$ cat config.mk
export PLATFORM = sky130hd
export DESIGN_NAME = igr_port_lane
export DESIGN_NICKNAME = d
export VERILOG_FILES = /design/src/hdl/igr_dpc_pkg.sv /design/src/hdl/igr_port_lane.sv
export SDC_FILE = /design/constraint.sdc
export NUM_CORES = 1
export LEC_CHECK = 0
export BUFFER_PORTS_ARGS = -buffer_cell sky130_fd_sc_hd__buf_2
export CAP_MARGIN = 20
export CORE_AREA = 2 2 495 497
export CTS_BUF_LIST = sky130_fd_sc_hd__clkbuf_2 sky130_fd_sc_hd__clkbuf_4 sky130_fd_sc_hd__clkbuf_8
export CTS_CLUSTER_SIZE = 12
export DETAILED_ROUTE_END_ITERATION = 8
export DIE_AREA = 0 0 497 499
export GPL_ROUTABILITY_DRIVEN = 1
export SYNTH_ARGS = -nofsm -noshare
export SYNTH_HDL_FRONTEND = slang
export SYNTH_SLANG_ARGS = --single-unit
$ cat constraint.sdc
create_clock -name i_cclk -period 1.6 [get_ports i_cclk]
set_clock_uncertainty 0.05 [all_clocks]
set_input_delay 0.24 -clock i_cclk [delete_from_list [all_inputs] [get_ports i_cclk]]
set_output_delay 0.24 -clock i_cclk [all_outputs]
set_load 0.01 [all_outputs]
$ cat src/hdl/igr_dpc_pkg.sv
//----------------------------------------------------------------------
// shared sizes and types for the ingress data path control block
// receive word with ecc, segment metadata, timestamp
// captured segment and per-port packet buffer write struct
//----------------------------------------------------------------------

package igr_dpc_pkg;

  //----------------------------------------------------------------------
  // sizes
  //----------------------------------------------------------------------

  // logical ports sharing one receive bus
  localparam int NUM_PORTS = 4;
  // port number width follows the port count
  localparam int PORT_W    = $clog2(NUM_PORTS);

  // data words carried per bus cycle
  localparam int NUM_WORDS = 8;
  // count must reach NUM_WORDS itself, so 0..8 needs 4 bits
  localparam int CNT_W     = $clog2(NUM_WORDS + 1);
  // word / byte position fields
  localparam int POS_W     = 3;

  // priority flow control classes
  localparam int NUM_TC    = 8;
  localparam int TC_W      = $clog2(NUM_TC);

  localparam int DATA_W    = 64;
  localparam int ECC_W     = 8;
  localparam int TS_W      = 32;

  //----------------------------------------------------------------------
  // bus types
  //----------------------------------------------------------------------

  // one data word plus its ecc byte, ecc passes through untouched
  typedef struct packed {
    logic [DATA_W-1:0] data;
    logic [ECC_W-1:0]  ecc;
  } data64_w_ecc_t;

  // segment metadata as it arrives from the port logic
  typedef struct packed {
    logic             multi;
    logic             fast;
    logic             fcs_hint;
    logic             dei;
    logic             error;
    logic             eop;
    logic [POS_W-1:0] eop_pos;
    logic [POS_W-1:0] byte_pos;
    logic             sop;
    logic [POS_W-1:0] sop_pos;
    logic [TC_W-1:0]  tc;
  } epl_md_t;

  // receive timestamp
  typedef logic [TS_W-1:0] epl_ts_t;

  // buffer metadata, valid word count ahead of the port fields
  typedef struct packed {
    logic [CNT_W-1:0] word_cnt;
    epl_md_t          epl;
  } dpc_md_t;

  // timestamp and metadata group as the buffer sees it
  typedef struct packed {
    epl_ts_t ts;
    dpc_md_t md;
  } dpc_tsmd_t;

  // segment broadcast from the input stage to every lane
  typedef struct packed {
    epl_ts_t                       ts;
    dpc_md_t                       md;
    data64_w_ecc_t [0:NUM_WORDS-1] d;
  } dpc_seg_t;

  // per-port packet buffer write
  typedef struct packed {
    logic                          v;
    dpc_tsmd_t                     tsmd;
    data64_w_ecc_t [0:NUM_WORDS-1] d;
  } dpc_pb_t;

endpackage

$ cat src/hdl/igr_port_lane.sv
//----------------------------------------------------------------------
// per-port segment capture
// in-packet tracking and drop of segments with no start of packet
//----------------------------------------------------------------------

module igr_port_lane (
  input  logic                  i_cclk,
  input  logic                  i_rst,
  // from the input stage
  input  logic                  i_sel,
  input  igr_dpc_pkg::dpc_seg_t i_seg,
  // toward the drain
  output igr_dpc_pkg::dpc_pb_t  o_pb,
  output logic                  o_drop
);

  // set between an accepted sop and its eop
  logic in_pkt_q;

  logic seg_sop;
  logic seg_eop;
  logic accept;
  logic orphan;

  //----------------------------------------------------------------------
  // accept / drop decision
  //----------------------------------------------------------------------

  assign seg_sop = i_seg.md.epl.sop;
  assign seg_eop = i_seg.md.epl.eop;

  // sop always opens a packet, even one already open
  // a continuation is only good inside a packet
  assign accept = i_sel & (seg_sop | in_pkt_q);

  // selected but no packet to belong to
  assign orphan = i_sel & ~accept;

  //----------------------------------------------------------------------
  // capture register
  //----------------------------------------------------------------------

  always_ff @(posedge i_cclk) begin
    if (i_rst) begin
      in_pkt_q <= 1'b0;
      o_pb     <= '0;
      o_drop   <= 1'b0;
    end else begin
      // valid and drop are single cycle pulses
      o_pb.v <= accept;
      o_drop <= orphan;
      if (accept) begin
        // single segment packet (sop and eop) leaves the flag clear
        in_pkt_q     <= ~seg_eop;
        o_pb.tsmd.ts <= i_seg.ts;
        o_pb.tsmd.md <= i_seg.md;
        o_pb.d       <= i_seg.d;
      end
      // dropped or idle cycles hold the last captured fields
    end
  end

  // a drop never shows up alongside a buffer write
  a_drop_excl: assert property (@(posedge i_cclk) disable iff (i_rst)
    !(o_drop && o_pb.v));

endmodule

==> results.md, run 1 <==
Timing:
- The final-report hold violation count is 0.
- Counting I/O delays and the setup requirement, the final critical path takes 1740 ps.
- Setup repair after global routing could not meet its margin everywhere.
- The transition time at the pin with the least slew margin is 356 ps.
- In the finished design, the share of the clock period the worst path needs comes to 1.09.
- The final worst-path setup slack is -139 ps.
- The number of max-slew violations in the final report is 0.
- Timing would allow up to 575 MHz.
- Headroom to the max-slew limit came out at 0.762.
- The number of setup violations in the final report is 504.
- Adding up every negative setup slack in the final design gives -27230 ps.
- The worst hold margin is 107 ps.

Cells and area:
- Compared with the post-synthesis result, the final layout area differs by 103%.
- The library cell used most frequently in the layout, excluding fill and tap cells, is sky130_fd_sc_hd__nand2b_1.
- The top cell types in the final layout, fill and taps aside, are sky130_fd_sc_hd__nand2b_1, sky130_fd_sc_hd__dlygate4sd3_1, sky130_fd_sc_hd__buf_2.
- The net count of the finished layout is 5864.
- The filler cells instantiated in the layout total 25200.
- The fraction of layout cells with a size suffix above 1 is 0.476.
- The finished layout holds 8601 standard cells, fillers aside.

Status:
- The flow ran to the end, but the final reports show violations.
- The checks that failed: setup timing.

Drt:
- Summed over all layers, the routed wires come to 199 mm.
- The DRC marker count from the first detailed-route iteration is 1842.
- The post-detailed-route wirelength per cell is 23.2 µm.
- The first detailed-routing pass took 5 iterations.
- After detailed routing, the number of remaining DRC violations is 0.
- The average via count per standard cell is 3.51.
- The total number of vias is 30200.
- Once detail routing completed, the nets flagged for antenna violations numbered 0.

Clocking:
- The deepest level of the CTS H-tree is 3.
- The number of buffers on the longest clock path is 3.
- The clock root buffer master is sky130_fd_sc_hd__clkbuf_8.
- The sink count of the clock tree is 634.
- The clock-pin slew reported for the worst setup and hold paths after clock tree synthesis is 60 ps.
- The clock insertion delay at the later pin of the skew report is 920 ps.
- The number of clock buffers added by TritonCTS is 120.
- TritonCTS built the clock tree.

Placed design:
- The global placement routability congestion is 0.898.
- The final HPWL from detailed placement is 155 mm.
- The number of port buffers is 1266.
- The placed cell count is 7100.

Floorplanning:
- The floorplan has 181 rows.
- In this run the vertical extent of the chip is 499 µm.
- The core region is 243000 µm².
- The floorplan die width is 497 µm.
- The number of primary I/O pins is 1267.
- The total die area is 248000 µm².
- The initial utilization of the core area, before any placement, comes to 0.118.

Synthesis:
- Yosys mapped the design onto 16 distinct sky130hd cell types.
- The part of the Yosys area used for sequential elements is 0.445.
- During synthesis, Yosys emitted a total of 0 warnings.
- Averaged over all synthesized cells, the footprint is 10.4 µm².
- The number of nets produced by synthesis is 3378.
- The number of synthesized register bits is 634.
- The mapped netlist covers 28500 µm².
- Synthesis handed over a netlist of 2744 instances.

Global routing:
- The wire length of the first global-routing pass is 259 mm.
- Entering global routing, the biggest net connects 100 pins.
- Global routing finished with a remaining overflow of 0.
- The number of global-route vias before repair was 31700.
- In the global route stage, overall resource usage came out at 0.152.
- The number of antenna violations at the first check in global routing was 133.

Power and ir drop:
- In this run the power density over the cells is 803 nW/µm².
- The peak supply drop is 0.000729 V.
- The total design power is 46.6 mW.
- The analysis attributes to cell leakage a power of 24.4 nW.

Setup path:
- The largest driver fanout on the critical path is 2.
- The critical path endpoint category is an output pin.
- The type of origin of the critical path is a flip-flop.
- The slowest cell on the critical path is sky130_fd_sc_hd__dfxtp_2.
- The largest single stage delay on the critical path is 360 ps.
- The cell family with the largest share of critical-path delay is flip-flops.
- The number of buffers and inverters on the critical path is 1.
- The setup path with the least slack is of type flip-flop to output pin.
- The critical path required time is 1310 ps.
- The signal arrival time at the worst endpoint is 1450 ps.
- Walking the worst path, the cells encountered are buf_8.

Worst hold path:
- The tightest min-delay check is of the input pin to flip-flop type.

Flow run:
- The tool flagged a number of max-cap violations equal to 0.
==> cells by family after synthesis <==
logic type      Yosys count  share of synthesized area
compound gates            5                    0.00123
buf+inv                 210                     0.0560
flops                   634                      0.445
mux                     630                      0.221
simple gates           1265                      0.277
==> area by class of cell <==
class	instances	area (µm²)	area share
Clock buffer	187	2310	0.0398
Multi-Input combinational cell	1900	14300	0.246
Timing Repair Buffer	2574	23400	0.403
Sequential cell	634	13500	0.233
Antenna cell	76	190	0.00328
Tap cell	3202	4010	0.0690
Clock inverter	28	342	0.00588
==> power breakdown <==
part	internal (mW)	switching, mW
Sequential	16.9	0.804
Clock	10.0	8.11
Combinational	6.07	4.69
==> worst reg2reg max path, cell delays in order (launching register included) <==
cell                      delay [ps]
sky130_fd_sc_hd__dfxtp_2         330
sky130_fd_sc_hd__o21a_4          180
sky130_fd_sc_hd__buf_12          230
sky130_fd_sc_hd__buf_16          350
sky130_fd_sc_hd__mux2i_1         330
==> cell usage after synthesis <==
cell                       count  area [µm²]
sky130_fd_sc_hd__buf_2        13        65.1
sky130_fd_sc_hd__nor3_1        1        5.00
sky130_fd_sc_hd__buf_6         1        11.3
sky130_fd_sc_hd__a211oi_1      1        7.51
sky130_fd_sc_hd__nand2b_1   1261        7890
sky130_fd_sc_hd__a21bo_2       1        10.0
sky130_fd_sc_hd__nand2_1       1        3.75
sky130_fd_sc_hd__buf_12        6         120
sky130_fd_sc_hd__nor2_1        2        7.51
sky130_fd_sc_hd__mux2i_1     630        6310
sky130_fd_sc_hd__dfxtp_1     634       12700
sky130_fd_sc_hd__clkbuf_1    127         477
sky130_fd_sc_hd__buf_8        60         901
sky130_fd_sc_hd__buf_4         3        22.5
sky130_fd_sc_hd__o21a_1        1        7.51
sky130_fd_sc_hd__a21oi_1       2        10.0
==> worst paths after layout <==
check | cells after the start | slack [ps] | start | endpoint
setup / recovery | 1 | -140 | o_pb[463] | o_pb[463]
hold / removal | 4 | 110 | i_seg[215] | o_pb[215]
hold reg to reg | 2 | 430 | o_pb[344] | o_pb[344]
setup reg to reg | 4 | 10 | in_pkt_q | o_pb[250]
==> per-stage QoR <==
stage	setup slack (ps)	area, µm²	util
2_1_floorplan	327	28500	-
3_3_place_gp	64.4	38500	0.159
3_5_place_dp	16.6	38500	0.159
5_1_grt	-260	58000	0.239
4_1_cts	-282	56200	0.232
6_report	-139	58100	0.239
==> layer usage <==
metal | GRT usage | part of all wire | up-vias | wire length, µm
met5 | 0 | 0.0015 | - | 293
met4 | 0.0979 | 0.072 | 46 | 14400
met3 | 0.112 | 0.16 | 569 | 31300
met2 | 0.234 | 0.43 | 1520 | 85700
met1 | 0.142 | 0.34 | 14100 | 67700
li1 | - | - | 13900 | -
==> repair_timing <==
action,4_1_cts,5_1_grt
hold endpoints to repair,634,0
setup endpoints to repair,633,652
gates cloned,0,3
pin swaps,0,1
buffers inserted,139,177
hold buffers,891,0
resized for setup,1716,69
==> registers in the layout, indices dropped and copies added (netlist names) <==
register,count
o_pb,632
in_pkt_q,1
o_drop,1
Note: power is estimated with default switching activity, not from simulation.
==> run 2: changes to the inputs <==
--- a/config.mk
+++ b/config.mk
@@ -6,13 +6,13 @@
 export NUM_CORES = 1
 export LEC_CHECK = 0
 export BUFFER_PORTS_ARGS = -buffer_cell sky130_fd_sc_hd__buf_2
-export CAP_MARGIN = 20
 export CORE_AREA = 2 2 495 497
 export CTS_BUF_LIST = sky130_fd_sc_hd__clkbuf_2 sky130_fd_sc_hd__clkbuf_4 sky130_fd_sc_hd__clkbuf_8
 export CTS_CLUSTER_SIZE = 12
 export DETAILED_ROUTE_END_ITERATION = 8
 export DIE_AREA = 0 0 497 499
 export GPL_ROUTABILITY_DRIVEN = 1
+export REMOVE_ABC_BUFFERS = 1
 export SYNTH_ARGS = -nofsm -noshare
 export SYNTH_HDL_FRONTEND = slang
 export SYNTH_SLANG_ARGS = --single-unit
==> run 2 against run 1 <==
  * The flow still finishes with violations (setup timing)
  * Critical path depth stayed put
  * Via count is 0.92% higher
  * Clock power hardly changed
  * Flip-flop and latch count stayed put
  * Highest routed layer unchanged
  * Sequential power hardly changed
==> results.md, run 2 (synthesized netlist as in run 1, its figures left out) <==
Timing:
- The number of max-slew violations in the final report is 0.
- Once routing completed, OpenROAD measured the worst setup slack at -118 ps.
- Setup repair after global routing could not meet its margin everywhere.
- For the pin with the worst max-slew slack, the measured transition is 523 ps.
- The final-report hold violation count is 0.
- The minimum clock period after layout is 1720 ps.
- The worst pin sits at a relative slew slack of 0.651.
- The ratio of final minimum period to clock period is 1.07.
- Based on the critical path, the design can be clocked at up to 582 MHz.
- The setup TNS is -21400 ps.
- The number of setup violations in the final report is 583.

Drt:
- The average via count per standard cell is 3.50.
- The final wirelength is 185 mm.
- The DRC marker count from the first detailed-route iteration is 1746.
- The number of routed nets with antenna violations is 0.
- For this run, the detailed router's first-pass iteration total came to 5.
- The final route contains 30500 vias.
- The count of unresolved DRC violations after routing is 0.
- The post-detailed-route wirelength per cell is 21.2 µm.

Cells and area:
- After the last flow step, the layout net total stands at 5999.
- Leaving out fill and tap cells, the most frequent cells in the layout are sky130_fd_sc_hd__nand2b_1, sky130_fd_sc_hd__dlygate4sd3_1, sky130_fd_sc_hd__buf_2.
- Ranked by flip-flop count, first place goes to o_pb.
- In the final layout, the registers with the most flip-flops are o_pb (632), in_pkt_q (1), o_drop (1).
- Relative to the synthesized area, the layout overhead comes to 107%.
- The most common cell after layout, fill and taps aside is sky130_fd_sc_hd__nand2b_1.
- The core occupancy in the finished layout is 0.244.
- The register with the most flip-flops in the layout has 632 of them.
- The fraction of layout cells with a size suffix above 1 is 0.467.
- The final non-filler cell total is 8711.
- Summing all non-filler instances in the final layout gives an area of 59100 µm².

Clocking:
- The deepest level of the CTS H-tree is 3.
- No sink is reached through more buffers than the 3 on the longest clock path.
- The clock insertion delay at the later pin of the skew report is 890 ps.
- The cell sitting at the root of the clock tree is a sky130_fd_sc_hd__clkbuf_8.
- TritonCTS built the clock tree.
- The sink count of the clock tree is 634.
- The CTS buffer count is 117.
- The clock-pin slew reported for the worst setup and hold paths after clock tree synthesis is 60 ps.

Setup path:
- Counting both buffers and inverters, the worst setup path holds a total of 1.
- STA classifies the critical path startpoint as a flip-flop.
- The register-to-register path setup slack is -40 ps.
- The cell family with the largest share of critical-path delay is flip-flops.
- The worst setup path is captured at an output pin.
- Data arrives at the worst endpoint at 1430 ps.
- The maximum cell stage delay along the critical path is 350 ps.
- The slowest cell on the critical path is sky130_fd_sc_hd__dfxtp_2.
- The largest driver fanout on the critical path is 2.
- The critical path start-end classification is flip-flop to output pin.
- The signal on the critical path passes through buf_6.
- The critical path required time is 1310 ps.

Power and ir drop:
- The total design power is 46.4 mW.
- Dividing total power by cell area gives a power density of 785 nW/µm².
- The analysis attributes to cell leakage a power of 24.9 nW.
- The peak supply drop is 0.000753 V.

Flow run:
- The tool flagged a number of max-cap violations equal to 0.

Status:
- The flow ran to the end, but the final reports show violations.
- The checks that failed: setup timing.

Global routing:
- The number of antenna violations at the first check in global routing is 99.
- The overflow left after global routing is 0.
- In the global route stage, overall resource usage came out at 0.139.
- The number of global-route vias before repair is 32000.
- The first global-routing pass estimated 245 mm of wire.
- Entering global routing, the biggest net connects 112 pins.

Placed design:
- Once placement finished, the instance area stood at 38400 µm².
- The placed cell count is 7095.
- The number of port buffers is 1266.
- The final HPWL from detailed placement is 137 mm.
- The global placement routability congestion is 0.936.

Floorplanning:
- The starting utilization of the core area is 0.118.
- The die covers 248000 µm².
- The region available for standard cell placement spans 243000 µm².
- In this run the horizontal extent of the chip is 497 µm.
- 1267 I/O pins were placed.
- The die height is 499 µm.
- The floorplan has 181 rows.

Worst hold path:
- In this run the worst hold path is classified as input pin to flip-flop.
## run 2: cell count changes in the layout (fill, tap and decap cells not counted), moves of 7 or more
cell,delta
sky130_fd_sc_hd__buf_8,-24
sky130_fd_sc_hd__buf_6,+35
sky130_fd_sc_hd__buf_12,-19
sky130_fd_sc_hd__dlygate4sd3_1,+120
sky130_fd_sc_hd__clkinv_2,+8
sky130_fd_sc_hd__dfxtp_2,-7
sky130_fd_sc_hd__buf_4,+20
sky130_fd_sc_hd__diode_2,-26
## run 2: stage by stage
step                setup slack [ps]  hold WS, ps
floorplan                     -20070          259
global placement                57.8          404
detailed placement              6.58          407
CTS                             -309        0.242
global route                    -228         48.3
finish                          -118          119
## run 2: area by class of cell
cell class / instances / area, µm²
Sequential cell: 634 / 13500
Clock inverter: 34 / 367
Timing Repair Buffer: 2712 / 24600
Tap cell: 3202 / 4010
Multi-Input combinational cell: 1900 / 14300
Clock buffer: 179 / 2240
Fill cell: 25000 / 183000
Antenna cell: 50 / 125
## run 2: worst register-to-register path, cell delays in order, from the launching register on
cell	delay, ps
sky130_fd_sc_hd__dfxtp_1	360
sky130_fd_sc_hd__o21a_4	230
sky130_fd_sc_hd__buf_16	230
sky130_fd_sc_hd__clkbuf_16	390
sky130_fd_sc_hd__mux2i_1	270
## run 2: repair_timing
action                                  in CTS  in global routing
endpoints found under the setup margin     638                723
gates resized for setup                   1624                 45
hold endpoints to repair                   634                  0
hold buffers                              1011                  0
setup buffers                              135                201
pin swaps                                    0                  1
cloned                                       1                  5
## run 2: final timing paths
| path | start | end | depth (start not counted) |
|---|---|---|---|
| setup / recovery | o_pb[501] | o_pb[501] | 1 |
| hold / removal | i_seg[223] | o_pb[223] | 4 |
| setup reg to reg | in_pkt_q | o_pb[127] | 4 |
| hold reg to reg | o_pb[241] | o_pb[241] | 2 |
## run 2: per-layer routing
metal  wire length (µm)  GRT usage  vias to the layer above
met3              23300     0.0800                      456
met1              71100      0.151                    14400
met4              11300     0.0805                       46
met5                299          0                        -
met2              78600      0.210                     1440
li1                   -          -                    14100
## run 2: report_power, final
group	total [mW]	internal, mW	switching (mW)
Clock	17.9	9.79	8.15
Combinational	10.7	6.23	4.49
Sequential	17.7	16.9	0.812
